<file path="src/design/rv_core_cfg.svh">
`ifndef RV_CORE_CFG_SVH
`define RV_CORE_CFG_SVH

// Integer data width of the core
`define RV_XLEN 32

// Architectural register index width
`define RV_REG_W 5

// Shift amount width, low bits of operand b
`define RV_SHAMT_W 5

// Fetch restarts here out of reset
`define RV_RESET_PC 32'h0000_0000

`endif

</file>
<file path="src/design/rv_core_pkg.sv">
`default_nettype none

`include "rv_core_cfg.svh"

package rv_core_pkg;

  typedef logic [`RV_XLEN-1:0]  data_t;
  typedef logic [`RV_XLEN-1:0]  addr_t;
  typedef logic [`RV_REG_W-1:0] reg_idx_t;

  typedef enum logic [3:0] {
    ALU_OP__ADD  = 4'd0,
    ALU_OP__SUB  = 4'd1,
    ALU_OP__AND  = 4'd2,
    ALU_OP__OR   = 4'd3,
    ALU_OP__XOR  = 4'd4,
    ALU_OP__SLL  = 4'd5,
    ALU_OP__SRL  = 4'd6,
    ALU_OP__SRA  = 4'd7,
    ALU_OP__SLT  = 4'd8,
    ALU_OP__SLTU = 4'd9
  } alu_op_t;

  typedef enum logic {
    ALU_SRC_B__RD2     = 1'b0,
    ALU_SRC_B__IMM_EXT = 1'b1
  } alu_src_b_t;

  // Writeback source for the instruction
  typedef enum logic [1:0] {
    RESULT_SRC__ALU = 2'd0,
    RESULT_SRC__MEM = 2'd1,
    RESULT_SRC__PC4 = 2'd2
  } result_src_t;

  typedef enum logic [1:0] {
    PC_SRC__INCREMENT = 2'd0,
    PC_SRC__BRANCH    = 2'd1,
    PC_SRC__JAL       = 2'd2,
    PC_SRC__JALR      = 2'd3
  } pc_src_t;

  // Branch condition encodings in funct3
  localparam logic [2:0] FUNCT3_BEQ  = 3'b000;
  localparam logic [2:0] FUNCT3_BNE  = 3'b001;
  localparam logic [2:0] FUNCT3_BLT  = 3'b100;
  localparam logic [2:0] FUNCT3_BGE  = 3'b101;
  localparam logic [2:0] FUNCT3_BLTU = 3'b110;
  localparam logic [2:0] FUNCT3_BGEU = 3'b111;

  // Decoded instruction from the decode stage
  typedef struct packed {
    logic        valid;
    addr_t       pc_cur;
    reg_idx_t    rs1;
    reg_idx_t    rs2;
    data_t       rd1;
    data_t       rd2;
    data_t       imm_ext;
    reg_idx_t    rd;
    logic [2:0]  funct3;
    alu_op_t     alu_control;
    alu_src_b_t  alu_src_b;
    result_src_t result_src;
    logic        reg_write;
    pc_src_t     pc_src;
  } id_to_ex_t;

  // Record handed to the memory stage
  typedef struct packed {
    logic        valid;
    result_src_t result_src;
    logic        reg_write;
    logic [2:0]  funct3;
    reg_idx_t    rd;
    data_t       alu_result;
    data_t       rd2;
    addr_t       pc_cur;
  } ex_to_mem_t;

  // Fetch redirect
  typedef struct packed {
    logic  redirect;
    addr_t target;
  } ex_to_if_t;

endpackage

`default_nettype wire

</file>
<file path="src/design/alu.sv">
`default_nettype none

`include "rv_core_cfg.svh"

module alu
  ( input  rv_core_pkg::data_t   a
  , input  rv_core_pkg::data_t   b
  , input  rv_core_pkg::alu_op_t op
  , output rv_core_pkg::data_t   result
  , output logic                 zero
  , output logic                 lt
  , output logic                 ltu
  );

  import rv_core_pkg::*;

  logic [`RV_SHAMT_W-1:0] shamt;

  assign shamt = b[`RV_SHAMT_W-1:0];

  // Compare flags come straight from the operands, so branches reuse them
  assign lt  = $signed(a) < $signed(b);
  assign ltu = a < b;

  always_comb begin
    case (op)
      ALU_OP__ADD:  result = a + b;
      ALU_OP__SUB:  result = a - b;
      ALU_OP__AND:  result = a & b;
      ALU_OP__OR:   result = a | b;
      ALU_OP__XOR:  result = a ^ b;
      ALU_OP__SLL:  result = a << shamt;
      ALU_OP__SRL:  result = a >> shamt;
      // Arithmetic shift keeps the sign
      ALU_OP__SRA:  result = data_t'($signed(a) >>> shamt);
      ALU_OP__SLT:  result = data_t'(lt);
      ALU_OP__SLTU: result = data_t'(ltu);
      default:      result = '0;
    endcase
  end

  assign zero = (result == '0);

endmodule

`default_nettype wire

</file>
<file path="src/design/branch_unit.sv">
`default_nettype none

module branch_unit
  ( input  logic                 valid
  , input  rv_core_pkg::pc_src_t pc_src
  , input  logic [2:0]           funct3
  , input  rv_core_pkg::addr_t   pc_cur
  , input  rv_core_pkg::data_t   imm_ext
  , input  rv_core_pkg::data_t   alu_result
  , input  logic                 zero
  , input  logic                 lt
  , input  logic                 ltu
  , output logic                 redirect
  , output rv_core_pkg::addr_t   target
  );

  import rv_core_pkg::*;

  logic  cond_true;
  addr_t pc_rel;
  addr_t jalr_addr;

  assign pc_rel    = pc_cur + imm_ext;
  // JALR drops bit 0 of the computed address
  assign jalr_addr = {alu_result[$bits(addr_t)-1:1], 1'b0};

  // Condition evaluated on the flags of the SUB
  always_comb begin
    case (funct3)
      FUNCT3_BEQ:  cond_true = zero;
      FUNCT3_BNE:  cond_true = !zero;
      FUNCT3_BLT:  cond_true = lt;
      FUNCT3_BGE:  cond_true = !lt;
      FUNCT3_BLTU: cond_true = ltu;
      FUNCT3_BGEU: cond_true = !ltu;
      default:     cond_true = 1'b0;
    endcase
  end

  always_comb begin
    redirect = 1'b0;
    if (valid) begin
      case (pc_src)
        PC_SRC__BRANCH: redirect = cond_true;
        PC_SRC__JAL:    redirect = 1'b1;
        PC_SRC__JALR:   redirect = 1'b1;
        default:        redirect = 1'b0;
      endcase
    end
  end

  assign target = (pc_src == PC_SRC__JALR) ? jalr_addr : pc_rel;

endmodule

`default_nettype wire

</file>
<file path="src/design/forward_unit.sv">
`default_nettype none

module forward_unit
  ( input  rv_core_pkg::reg_idx_t   rs1
  , input  rv_core_pkg::reg_idx_t   rs2
  , input  rv_core_pkg::data_t      rd1
  , input  rv_core_pkg::data_t      rd2
  , input  rv_core_pkg::ex_to_mem_t mem_fwd
  , output rv_core_pkg::data_t      op_a
  , output rv_core_pkg::data_t      op_b_reg
  );

  import rv_core_pkg::*;

  logic producer_ok;
  logic fwd_a;
  logic fwd_b;

  // Only a valid ALU result headed for a real register can be forwarded
  assign producer_ok = mem_fwd.valid
                    && mem_fwd.reg_write
                    && (mem_fwd.result_src == RESULT_SRC__ALU)
                    && (mem_fwd.rd != '0);

  assign fwd_a = producer_ok && (mem_fwd.rd == rs1);
  assign fwd_b = producer_ok && (mem_fwd.rd == rs2);

  assign op_a     = fwd_a ? mem_fwd.alu_result : rd1;
  // Also the store data, so it is taken before the immediate mux
  assign op_b_reg = fwd_b ? mem_fwd.alu_result : rd2;

endmodule

`default_nettype wire

</file>
<file path="src/design/execute_stage.sv">
`default_nettype none

`include "rv_core_cfg.svh"

module execute_stage
  ( input  logic                    clk
  , input  logic                    reset
  , input  rv_core_pkg::id_to_ex_t  id_to_ex
  , output rv_core_pkg::ex_to_mem_t ex_to_mem
  , output rv_core_pkg::ex_to_if_t  ex_to_if
  );

  import rv_core_pkg::*;

  data_t      op_a;
  data_t      op_b_reg;
  data_t      op_b;
  data_t      alu_result;
  logic       zero;
  logic       lt;
  logic       ltu;
  logic       redirect;
  addr_t      target;
  ex_to_mem_t mem_next;

  // Previous instruction's record feeds back for forwarding
  forward_unit forward_unit_inst
    ( .rs1      ( id_to_ex.rs1 )
    , .rs2      ( id_to_ex.rs2 )
    , .rd1      ( id_to_ex.rd1 )
    , .rd2      ( id_to_ex.rd2 )
    , .mem_fwd  ( ex_to_mem    )
    , .op_a     ( op_a         )
    , .op_b_reg ( op_b_reg     )
    );

  always_comb begin
    case (id_to_ex.alu_src_b)
      ALU_SRC_B__IMM_EXT: op_b = id_to_ex.imm_ext;
      default:            op_b = op_b_reg;
    endcase
  end

  alu alu_inst
    ( .a      ( op_a                 )
    , .b      ( op_b                 )
    , .op     ( id_to_ex.alu_control )
    , .result ( alu_result           )
    , .zero   ( zero                 )
    , .lt     ( lt                   )
    , .ltu    ( ltu                  )
    );

  branch_unit branch_unit_inst
    ( .valid      ( id_to_ex.valid   )
    , .pc_src     ( id_to_ex.pc_src  )
    , .funct3     ( id_to_ex.funct3  )
    , .pc_cur     ( id_to_ex.pc_cur  )
    , .imm_ext    ( id_to_ex.imm_ext )
    , .alu_result ( alu_result       )
    , .zero       ( zero             )
    , .lt         ( lt               )
    , .ltu        ( ltu              )
    , .redirect   ( redirect         )
    , .target     ( target           )
    );

  always_comb begin
    mem_next.valid      = id_to_ex.valid;
    mem_next.result_src = id_to_ex.result_src;
    mem_next.reg_write  = id_to_ex.reg_write;
    mem_next.funct3     = id_to_ex.funct3;
    mem_next.rd         = id_to_ex.rd;
    mem_next.alu_result = alu_result;
    // Store data after forwarding
    mem_next.rd2        = op_b_reg;
    mem_next.pc_cur     = id_to_ex.pc_cur;
  end

  always_ff @(posedge clk) begin
    if (reset) begin
      ex_to_mem          <= '0;
      ex_to_if.redirect  <= 1'b0;
      ex_to_if.target    <= `RV_RESET_PC;
    end else begin
      ex_to_mem          <= mem_next;
      ex_to_if.redirect  <= redirect;
      ex_to_if.target    <= target;
    end
  end

endmodule

`default_nettype wire

</file>
<file path="src/design/ex_top.sv">
`default_nettype none

module ex_top
  ( input  logic                    clk
  , input  logic                    reset
  , input  rv_core_pkg::id_to_ex_t  id_to_ex
  , output rv_core_pkg::ex_to_mem_t ex_to_mem
  , output rv_core_pkg::ex_to_if_t  ex_to_if
  );

  rv_core_pkg::ex_to_mem_t ex_to_mem_w;
  rv_core_pkg::ex_to_if_t  ex_to_if_w;

  // Single execute stage, one cycle from strobe to records
  execute_stage execute_stage_inst
    ( .clk       ( clk         )
    , .reset     ( reset       )
    , .id_to_ex  ( id_to_ex    )
    , .ex_to_mem ( ex_to_mem_w )
    , .ex_to_if  ( ex_to_if_w  )
    );

  assign ex_to_mem = ex_to_mem_w;
  assign ex_to_if  = ex_to_if_w;

endmodule

`default_nettype wire

</file>
<file path="config.mk">
export PLATFORM = sky130hd
export DESIGN_NAME = ex_top
export DESIGN_NICKNAME = d
export VERILOG_FILES = /design/src/design/rv_core_pkg.sv /design/src/design/alu.sv /design/src/design/branch_unit.sv /design/src/design/forward_unit.sv /design/src/design/execute_stage.sv /design/src/design/ex_top.sv
export VERILOG_INCLUDE_DIRS = /design/src /design/src/design
export SDC_FILE = /design/constraint.sdc
export NUM_CORES = 1
export LEC_CHECK = 0
export ABC_AREA = 1
export BUFFER_PORTS_ARGS = -buffer_cell sky130_fd_sc_hd__buf_2
export CORE_UTILIZATION = 30
export CTS_CLUSTER_DIAMETER = 120
export CTS_CLUSTER_SIZE = 25
export DETAILED_ROUTE_END_ITERATION = 6
export PLACE_DENSITY = 0.62
export SLEW_MARGIN = 20
export SYNTH_ARGS = -nofsm -noshare
export SYNTH_HDL_FRONTEND = slang
export SYNTH_SLANG_ARGS = --single-unit
</file>
<file path="constraint.sdc">
create_clock -name clk -period 4.1 [get_ports clk]
set_input_delay 0.205 -clock clk [delete_from_list [all_inputs] [get_ports clk]]
set_output_delay 0.205 -clock clk [all_outputs]
set_load 0.02 [all_outputs]
</file>
==> impl_metrics.tcl, run 1 <==
set metrics [dict create \
    synth_cell_types 60 \
    hold_class "in2reg" \
    postSynthNetCount 3153 \
    finClkSkew_ns 0.01131 \
    synth_top_area_share_pct 17.04 \
    placed_cells 4277 \
    nNetsFinal 3952 \
    ys_warn_count 0 \
    synth_top_family_by_area "simple AND/OR/NAND/NOR gates" \
    min_path_cells 3 \
    fp.dieArea_sq_mm 0.05616 \
    h-tree-depth 4 \
    timing.rr.start "execute_stage_inst.ex_to_mem[97]$_SDFF_PP0_" \
    drt_iter0_markers 2689 \
    synthCells 2863 \
    core_area_sq_mm 0.05424 \
    rows 85 \
    synthAdderAreaFrac_pct 10.03 \
    cpPeakStageDelay_ns 0.37 \
    cp-start-kind "flip-flop" \
    critPathMostFrequentCell "nand2_1" \
    area_growth_pct 52.67 \
    synth-edff-count 0 \
    io_buffers 299 \
    violations "setup timing" \
    seq_area_frac_synth_pct 17.04 \
    finalInstanceArea_sq_mm 0.02529 \
    maxSlewViolCount 0 \
    layout-drive-gt1-share_pct 34.91 \
    synth_compound_area_share_pct 16.89 \
    die_w_um 237.0 \
    rsz0062_at_grt "true" \
    syn_area_sq_mm 0.01657 \
    syn_area_per_cell_sq_um 5.786 \
    post-dp-hpwl_um 73520 \
    antenna_found_initial 9 \
    fill_cells 5676 \
    r2r_cells 37 \
    end_kind "flip-flop" \
    antenna_left 0 \
    numCtsBuffers 17 \
    grt_pass1_vias 21910 \
    slew_headroom_pct 45.35 \
    cts.path.max_buffers 2 \
    clock.fmax_mhz 215.9 \
    gp_congestion 1.058 \
    die_h_um 237.0 \
    grt_max_degree 71 \
    period_share_pct 113.0 \
    timing_hold_violations_final 0 \
    worstHoldStart "id_to_ex[150]" \
    worst_slack_ns -0.5310 \
    drv_cap 0 \
    dr.pass1.iters 5 \
    p_leak_nw 13.24 \
    synthTopCellsByArea "dfxtp_1 17%, nand3_1 15%, nand2_1 14%" \
    register_area_sq_mm 0.002836 \
    power_density_mw_per_mm2 269.7 \
    timing.final.crit_period_ns 4.631 \
    crit_type "reg2reg" \
    ios 300 \
    synth_area_leader_cell "dfxtp_1" \
    dr_total_vias 23450 \
    setup_viol 27 \
    dpl-instance-area_sq_mm 0.02252 \
    path_clk_slew_ns 0.07 \
    synth-main-ff-cell "dfxtp_1" \
    root_buffer "clkbuf_16" \
    vias_per_cell 5.361 \
    multi_input_area_sq_mm 0.01308 \
    grt_util_all_layers_pct 31.14 \
    r2r-end "execute_stage_inst.ex_to_if[32]$_SDFF_PP0_" \
    rrSetupSlack_ns -0.53 \
    cp.required_ns 4.44 \
    critPathArrivalTime_ns 4.98 \
    drt_wl_total_um 91790 \
    grt-ovfl-total 0 \
    clkSinkCount 141 \
    holdWs_ns 0.01373 \
    place_ws_ns -1.040 \
    synthSimpleGateAreaFrac_pct 40.94 \
    cp_slowest_cell "dfxtp_4" \
    synth_async_sr_flop_share_pct 0 \
    path_max_fanout 5 \
    clock_latency_ns 0.45 \
    start_util_pct 30.54 \
    hold_end "execute_stage_inst.ex_to_mem[26]$_SDFF_PP0_" \
    final_cells 4374 \
    status "finished with violations" \
    cts_tree "done" \
    ys_ff_latch 141 \
    grt_pass1_wl_um 133100 \
    ir_drop_v 0.0003077 \
    wl_per_cell_um 20.99 \
    synth_mux_area_share_pct 0.4230 \
    worst_pin_slew_ns 0.8197 \
    synth_xor_area_share_pct 1.533 \
    drc 0 \
]
==> placed cells by master, fill, tap and decap left out, types with 13 or more instances in the layout <==
master | Yosys | layout
nand3_2 | 10 | 21
a21oi_2 | 6 | 50
nand4_1 | 27 | 27
buf_4 | 14 | 544
inv_2 | 6 | 28
dfxtp_1 | 141 | 132
nand2_1 | 609 | 578
xnor2_1 | 15 | 13
nor2_2 | 1 | 49
inv_1 | 385 | 360
nand3_1 | 492 | 474
o21ai_0 | 148 | 74
buf_6 | 13 | 21
nand2_2 | 14 | 38
nor3_1 | 24 | 17
o21ai_2 | 4 | 26
or2_2 | 13 | 13
o22ai_1 | 18 | 18
nor2_1 | 313 | 235
o21ai_1 | 9 | 58
xor2_1 | 14 | 14
clkbuf_16 | 0 | 18
nor2_4 | 5 | 35
buf_2 | 39 | 298
dlygate4sd3_1 | 0 | 35
ha_1 | 128 | 104
ha_4 | 0 | 17
a21oi_1 | 217 | 162
==> metal layers <==
| layer | share of wire, % | global-route usage, % | vias up |
|---|---|---|---|
| met4 | 4.5 | 11.96 | 6 |
| li1 | - | - | 11020 |
| met5 | 0.045 | 0 | - |
| met3 | 9.2 | 5.328 | 250 |
| met2 | 44 | 48.82 | 1258 |
| met1 | 43 | 42.29 | 10920 |
==> power breakdown <==
group | switching, mW | internal [mW]
registers | 0.0532 | 1.48
clock network | 0.746 | 0.807
logic | 2.24 | 1.49
==> final cells by class <==
type,instances,area share (%)
diodes,3,0.02968
clock buffers,17,1.682
clock inverters,15,0.5739
inverters,394,5.907
multi-input cells,2197,51.73
flip-flops and latches,141,11.21
well taps,696,3.443
repair buffers,911,25.42
==> registers in the layout, summed over array words and instances (netlist names) <==
name and count:
execute_stage_inst.ex_to_mem 108, execute_stage_inst.ex_to_if 33
==> repair_timing <==
| action | in CTS | in global routing |
|---|---|---|
| endpoints found under the hold margin | 35 | 0 |
| hold buffers | 35 | 0 |
| setup endpoints to repair | 52 | 59 |
| pin swaps | 19 | 86 |
| gates cloned | 1 | 1 |
| resized for setup | 154 | 320 |
| buffers inserted | 7 | 19 |
==> worst max-delay path, delay by kind of cell (launching register included) <==
| family | cells | cell delay, ns |
|---|---|---|
| AO/OA/AOI/OAI | 8 | 1.09 |
| flip-flops | 1 | 0.37 |
| adder cells (fa/ha/maj) | 1 | 0.30 |
| AND/OR/NAND/NOR | 19 | 1.58 |
| buffers and inverters | 9 | 1.12 |
==> Yosys cell counts (all sizes together), types with 18 or more instances <==
| cell type | instances |
|---|---|
| nand2 | 629 |
| nand3 | 504 |
| inv | 394 |
| nor2 | 319 |
| a21oi | 223 |
| o21ai | 162 |
| dfxtp | 141 |
| ha | 128 |
| buf | 76 |
| clkbuf | 55 |
| nand4 | 27 |
| nor3 | 24 |
| o22ai | 18 |
==> logic make-up after synthesis <==
logic type / after synthesis
AND/OR/NAND/NOR: 1536
buffers and inverters: 525
AO/OA/AOI/OAI: 494
flip-flops: 141
adder cells (fa/ha/maj): 131
XOR/XNOR: 29
multiplexers: 7
==> how the worst max path moves through the flow <==
stage	startpoint	endpoint	slack [ns]	depth (start not counted)
6_report	execute_stage_inst.ex_to_mem[97]$_SDFF_PP0_	execute_stage_inst.ex_to_if[32]$_SDFF_PP0_	-0.53	37
5_1_grt	execute_stage_inst.ex_to_mem[97]$_SDFF_PP0_	execute_stage_inst.ex_to_if[32]$_SDFF_PP0_	-0.77	37
4_1_cts	execute_stage_inst.ex_to_mem[106]$_SDFF_PP0_	execute_stage_inst.ex_to_if[32]$_SDFF_PP0_	-0.53	38
3_5_place_dp	execute_stage_inst.ex_to_mem[106]$_SDFF_PP0_	execute_stage_inst.ex_to_if[32]$_SDFF_PP0_	-1.04	35
3_3_place_gp	execute_stage_inst.ex_to_mem[106]$_SDFF_PP0_	execute_stage_inst.ex_to_if[32]$_SDFF_PP0_	-1.08	35
2_1_floorplan	execute_stage_inst.ex_to_mem[106]$_SDFF_PP0_	execute_stage_inst.ex_to_if[32]$_SDFF_PP0_	0.01	33
==> stage by stage <==
stage | TNS [ns] | utilization (%) | power [mW]
4_1_cts | -2.692 | 44.29 | 6.456
2_1_floorplan | 0 | - | 3.222
3_5_place_dp | -12.63 | 41.52 | 4.781
3_3_place_gp | -11.99 | 41.52 | 4.790
5_1_grt | -11.23 | 46.63 | 7.126
6_report | -3.618 | 46.63 | 6.821
Note: power is estimated with default switching activity, not from simulation.
==> run 2: changes to the inputs <==
- PLACE_DENSITY: 0.62 -> 0.51
- SKIP_CTS_REPAIR_TIMING: unset -> 1
==> run 2 against run 1 <==
Compared with the run above: the run ends with hold timing, setup timing left; combinational power increased by 2%; routed wire length rose by 1.8%; sequential power about the same; sequential cell count did not move; worst setup slack gained 0.032 ns; die area stayed put; clock power rose by 5%; clock skew is 0.0023 ns higher; utilization increased by 0.61 points; first-iteration DRC count down 29%; critical path depth fell by 3; fmax grew 0.70%; critical path type unchanged; largest cell class unchanged.
==> impl_metrics.tcl, run 2 (same netlist as run 1, synthesis figures left out) <==
set metrics [dict create \
    cp_slowest_cell "dfxtp_4" \
    post-dp-hpwl_um 75600 \
    finalInstanceArea_sq_mm 0.02562 \
    cts_tree "done" \
    combPwrFrac_pct 54.7 \
    grt_pass1_vias 21290 \
    gp_congestion 1.019 \
    drv_cap 0 \
    holdWs_ns -0.01278 \
    cpPeakStageDelay_ns 0.37 \
    p_total_mw 6.968 \
    end_kind "flip-flop" \
    dpl-instance-area_sq_mm 0.02234 \
    grt_pass1_wl_um 132300 \
    reg_top3 "execute_stage_inst.ex_to_mem: 108 flops, execute_stage_inst.ex_to_if: 33 flops" \
    layout_commonest_cell "nand2_1" \
    root_buffer "clkbuf_16" \
    drt_iter0_markers 1908 \
    cp.required_ns 4.43 \
    p_int_mw 3.860 \
    swShare_pct 44.60 \
    crit_type "reg2reg" \
    fp.dieArea_sq_mm 0.05616 \
    clkSinkCount 141 \
    h-tree-depth 4 \
    top_usage_layer "met2" \
    ios 300 \
    grt_max_degree 65 \
    io_buffers 299 \
    cp-start-kind "flip-flop" \
    grt-ovfl-total 0 \
    dr.pass1.iters 6 \
    slew_headroom_pct 49.62 \
    power_density_mw_per_mm2 271.9 \
    timing.final.crit_period_ns 4.599 \
    wl_per_cell_um 21.46 \
    place_ws_ns -1.089 \
    maxSlewViolCount 0 \
    violations "hold timing, setup timing" \
    antenna_left 0 \
    most-common-layout-cells "556 x nand2_1, 526 x buf_4, 465 x nand3_1" \
    layout-drive-gt1-share_pct 37.31 \
    ir_drop_v 0.0002959 \
    status "finished with violations" \
    dr_total_vias 22760 \
    rsz0062_at_grt "true" \
    nNetsFinal 3933 \
    core_area_sq_mm 0.05424 \
    setup_viol 20 \
    path_clk_slew_ns 0.07 \
    worst_slack_ns -0.4989 \
    timing_hold_violations_final 8 \
    setup_tns_ns -2.123 \
    die_h_um 237.0 \
    antenna_found_initial 2 \
    period_share_pct 112.2 \
    grt_util_all_layers_pct 31.46 \
    rows 85 \
    clock_latency_ns 0.45 \
    finClkSkew_ns 0.01363 \
    vias_per_cell 5.227 \
    critPathArrivalTime_ns 4.93 \
    clock.fmax_mhz 217.4 \
    cts.path.max_buffers 2 \
    grtUsageMet3_pct 6.528 \
    worst_pin_slew_ns 0.7556 \
    clkPwrFrac_pct 23.4 \
    largest_reg_flops 108 \
    numCtsBuffers 17 \
    p_leak_nw 13.27 \
    final_util_pct 47.24 \
    drc 0 \
    sequentialPowerShare_pct 21.9 \
    top_register "execute_stage_inst.ex_to_mem" \
    hold_class "in2reg" \
    switchingPower_mw 3.108 \
    path_max_fanout 8 \
    start_util_pct 30.54 \
    area_growth_pct 54.68 \
    die_w_um 237.0 \
    gr-usage-met2_pct 49.11 \
    drt_wl_total_um 93430 \
    use_met1_pct 41.38 \
]
==> run 2: changes by cell type in the layout (fill, tap and decap cells not counted), sizes merged <==
cell         change
buf             -13
dlygate4sd3      -6
clkinv           +3
clkinvlp         -2
inv              -2
bufinv           +1
diode            -1
==> run 2: layer usage <==
layer  vias to the layer above  share of wire, %
met4                         0               5.1
met5                         -                 0
li1                      10990                 -
met1                     10540                42
met3                       206               8.5
met2                      1014                44
==> run 2: layout make-up <==
class	count	area, sq um
diodes	2	5.005
clock buffers	17	425.4
clock inverters	15	176.4
fillers	5871	28610
inverters	394	1499
multi-input cells	2197	13530
flip-flops and latches	141	2841
well taps	696	870.8
repair buffers	892	6275
==> run 2: critical path, delay by kind of cell (launching register included) <==
kind	cells	cell delay [ns]
AO/OA/AOI/OAI	3	0.36
buffers and inverters	8	1.00
XOR/XNOR	1	0.15
flip-flops	1	0.37
adder cells (fa/ha/maj)	1	0.21
AND/OR/NAND/NOR	20	2.19
multiplexers	1	0.18
==> run 2: per-stage QoR <==
| stage | cells | hold slack (ns) |
|---|---|---|
| floorplan | 2863 | 0.3046 |
| global placement | 4253 | 0.4120 |
| detailed placement | 4253 | 0.4118 |
| CTS | 4285 | -0.06765 |
| global route | 4354 | -0.001844 |
| finish | 4354 | -0.01278 |
==> run 2: power by group through the flow <==
| stage | Combinational [mW] | Clock, mW | Sequential [mW] |
|---|---|---|---|
| after floorplan | 1.54 | 0 | 1.69 |
| after global placement | 3.24 | 0 | 1.56 |
| after detailed placement | 3.22 | 0 | 1.56 |
| after CTS | 3.24 | 1.64 | 1.53 |
| after global routing | 4.06 | 1.69 | 1.54 |
| final | 3.81 | 1.63 | 1.53 |
==> run 2: path summary, 6_finish.rpt <==
| path | slack [ns] | endpoint | cells past startpoint | startpoint |
|---|---|---|---|---|
| setup / recovery | -0.50 | execute_stage_inst.ex_to_if[32]$_SDFF_PP0_ | 34 | execute_stage_inst.ex_to_mem[96]$_SDFF_PP0_ |
| hold / removal | -0.01 | execute_stage_inst.ex_to_mem[7]$_SDFF_PP0_ | 3 | id_to_ex[131] |
| setup reg to reg | -0.50 | execute_stage_inst.ex_to_if[32]$_SDFF_PP0_ | 34 | execute_stage_inst.ex_to_mem[96]$_SDFF_PP0_ |
| hold reg to reg | 0.65 | execute_stage_inst.ex_to_mem[41]$_SDFF_PP0_ | 4 | execute_stage_inst.ex_to_mem[73]$_SDFF_PP0_ |
==> run 3: changes to the inputs <==
--- a/config.mk
+++ b/config.mk
@@ -10,3 +10,3 @@
 export BUFFER_PORTS_ARGS = -buffer_cell sky130_fd_sc_hd__buf_2
-export CORE_UTILIZATION = 30
+export CORE_UTILIZATION = 41
 export CTS_CLUSTER_DIAMETER = 120
@@ -14,3 +14,3 @@
 export DETAILED_ROUTE_END_ITERATION = 6
-export PLACE_DENSITY = 0.51
+export PLACE_DENSITY = 0.65
 export SKIP_CTS_REPAIR_TIMING = 1
--- a/constraint.sdc
+++ b/constraint.sdc
@@ -3,2 +3,2 @@
 set_output_delay 0.205 -clock clk [all_outputs]
-set_load 0.02 [all_outputs]
+set_load 0.05 [all_outputs]
==> run 3 against run 2 <==
Compared with the run above: the run ends with DRC, hold timing, setup timing left; non-clock buffer count shrank 60; final cell count decreased by 5.2%; register-to-register slack lost 0.08 ns; sequential cell count stayed put; utilization grew 15 points; first-iteration DRC count is 37% higher; sequential power hardly changed; fmax decreased by 1.7%; clock power fell by 2%; total power rose by 2.2%; die area is 27% lower; critical path type unchanged.
==> impl_metrics.tcl, run 3 (same netlist as run 1, synthesis figures left out) <==
set metrics [dict create \
    holdWs_ns -0.01039 \
    largest_reg_flops 108 \
    clock.fmax_mhz 213.8 \
    crit_type "reg2reg" \
    placed_cells 4033 \
    maxSlewViolCount 0 \
    finClkSkew_ns 0.009389 \
    hold_end "execute_stage_inst.ex_to_mem[106]$_SDFF_PP0_" \
    vias_per_cell 5.777 \
    ir_drop_v 0.0002796 \
    slew_headroom_pct 24.26 \
    layout-drive-gt1-share_pct 35.99 \
    start_util_pct 41.60 \
    cp-start-kind "flip-flop" \
    timing.final.crit_period_ns 4.677 \
    fp.dieArea_sq_mm 0.04121 \
    nNetsFinal 3873 \
    status "finished with violations" \
    drt_wl_total_um 93310 \
    setup_viol 23 \
    cp.required_ns 4.42 \
    root_buffer "clkbuf_16" \
    path_clk_slew_ns 0.06 \
    cts.path.max_buffers 2 \
    worst_pin_slew_ns 1.133 \
    cts_tree "done" \
    rows 73 \
    period_share_pct 114.1 \
    h-tree-depth 4 \
    rrSetupSlack_ns -0.58 \
    layout_commonest_cell "nand2_1" \
    cp.depth 38 \
    clock_latency_ns 0.44 \
    drt_iter0_markers 2621 \
    fill_cells 3714 \
    drc 2 \
    violations "DRC, hold timing, setup timing" \
    ios 300 \
    path_max_fanout 7 \
    dr_total_vias 23840 \
    core_area_sq_mm 0.03982 \
    r2r_cells 38 \
    cp_top_family "simple AND/OR/NAND/NOR gates" \
    die_h_um 203.0 \
    p_total_mw 7.122 \
    post-dp-hpwl_um 73690 \
    die_w_um 203.0 \
    top_register "execute_stage_inst.ex_to_mem" \
    grt_max_degree 71 \
    place_ws_ns -1.065 \
    p_leak_nw 12.95 \
    gp_congestion 1.061 \
    antenna_found_initial 4 \
    hold_class "in2reg" \
    worstHoldStart "id_to_ex[4]" \
    grt_pass1_vias 22170 \
    reg_top3 "execute_stage_inst.ex_to_mem: 108 flops, execute_stage_inst.ex_to_if: 33 flops" \
    timing.rr.start "execute_stage_inst.ex_to_mem[97]$_SDFF_PP0_" \
    power_density_mw_per_mm2 286.0 \
    most-common-layout-cells "568 x nand2_1, 478 x buf_4, 472 x nand3_1" \
    min_path_cells 3 \
    cp_num_buf_inv 8 \
    critPathMostFrequentCell "nand2_1" \
    timing_hold_violations_final 4 \
    dr.pass1.iters 7 \
    cp_slowest_cell "dfxtp_4" \
    drv_cap 0 \
    grt-ovfl-total 0 \
    critPathArrivalTime_ns 5.00 \
    grt_pass1_wl_um 131500 \
    wl_per_cell_um 22.61 \
    final_cells 4127 \
    cpPeakStageDelay_ns 0.36 \
    numCtsBuffers 17 \
    clkSinkCount 141 \
    io_buffers 299 \
    area_growth_pct 50.29 \
    antenna_left 0 \
    end_kind "flip-flop" \
    rsz0062_at_grt "true" \
    r2r-end "execute_stage_inst.ex_to_if[32]$_SDFF_PP0_" \
    worst_slack_ns -0.5774 \
    grt_util_all_layers_pct 42.04 \
]
[run 3: changes by cell type in the layout (fill, tap and decap cells not counted), sizes merged]
cell and delta:
buf -46, dlygate4sd3 -15, diode +5, inv -3, clkbuf +2, bufinv +1
[run 3: per-layer routing]
metal / track usage [%] / up-vias / wire, um
met5: 0 / - / 13
met4: 23.12 / 2 / 6341
met3: 6.260 / 329 / 8532
met1: 53.21 / 11140 / 36170
met2: 68.32 / 1500 / 42250
li1: - / 10880 / -
[run 3: how the worst max path moves through the flow]
stage                                                 end                                    startpoint  slack [ns]
2_1_floorplan  execute_stage_inst.ex_to_if[32]$_SDFF_PP0_  execute_stage_inst.ex_to_mem[106]$_SDFF_PP0_       0.009
3_3_place_gp   execute_stage_inst.ex_to_if[32]$_SDFF_PP0_   execute_stage_inst.ex_to_mem[96]$_SDFF_PP0_       -1.17
3_5_place_dp   execute_stage_inst.ex_to_if[32]$_SDFF_PP0_   execute_stage_inst.ex_to_mem[97]$_SDFF_PP0_       -1.07
4_1_cts        execute_stage_inst.ex_to_if[32]$_SDFF_PP0_   execute_stage_inst.ex_to_mem[97]$_SDFF_PP0_       -1.10
5_1_grt        execute_stage_inst.ex_to_if[32]$_SDFF_PP0_   execute_stage_inst.ex_to_mem[98]$_SDFF_PP0_       -0.79
6_report       execute_stage_inst.ex_to_if[32]$_SDFF_PP0_   execute_stage_inst.ex_to_mem[97]$_SDFF_PP0_       -0.58
[run 3: worst reg2reg max path: cells and delay by family, from the launching register on]
kind / cells / cell delay, ns
AOI/OAI and AO/OA: 6 / 0.64
buffers and inverters: 8 / 0.89
adders and majority gates: 1 / 0.33
and+or+nand+nor: 23 / 2.33
DFF: 1 / 0.36
[run 3: where the power goes]
group	leakage (nW)	switching (mW)	internal (mW)
sequential	1.18	0.0536	1.48
clock	0.288	0.675	0.911
combinational	11.5	2.55	1.46
total	12.9	3.27	3.85
[run 3: through the flow]
stage,area [sq um],util [%],TNS [ns]
2_1_floorplan,16660,-,0
3_3_place_gp,21780,54.68,-12.54
3_5_place_dp,21780,54.68,-13.19
4_1_cts,22350,56.13,-14.46
5_1_grt,24890,62.50,-9.579
6_report,24900,62.52,-2.988
[run 3: cell type report]
cell class	count	area, sq um	share of cell area [%]
repair buffers	832	5843	23.47
clock inverters	13	136.4	0.5478
clock buffers	18	439.2	1.764
flip-flops and latches	141	2856	11.47
multi-input cells	2197	13460	54.06
inverters	394	1489	5.980
well taps	525	656.9	2.638
diodes	7	17.52	0.07036
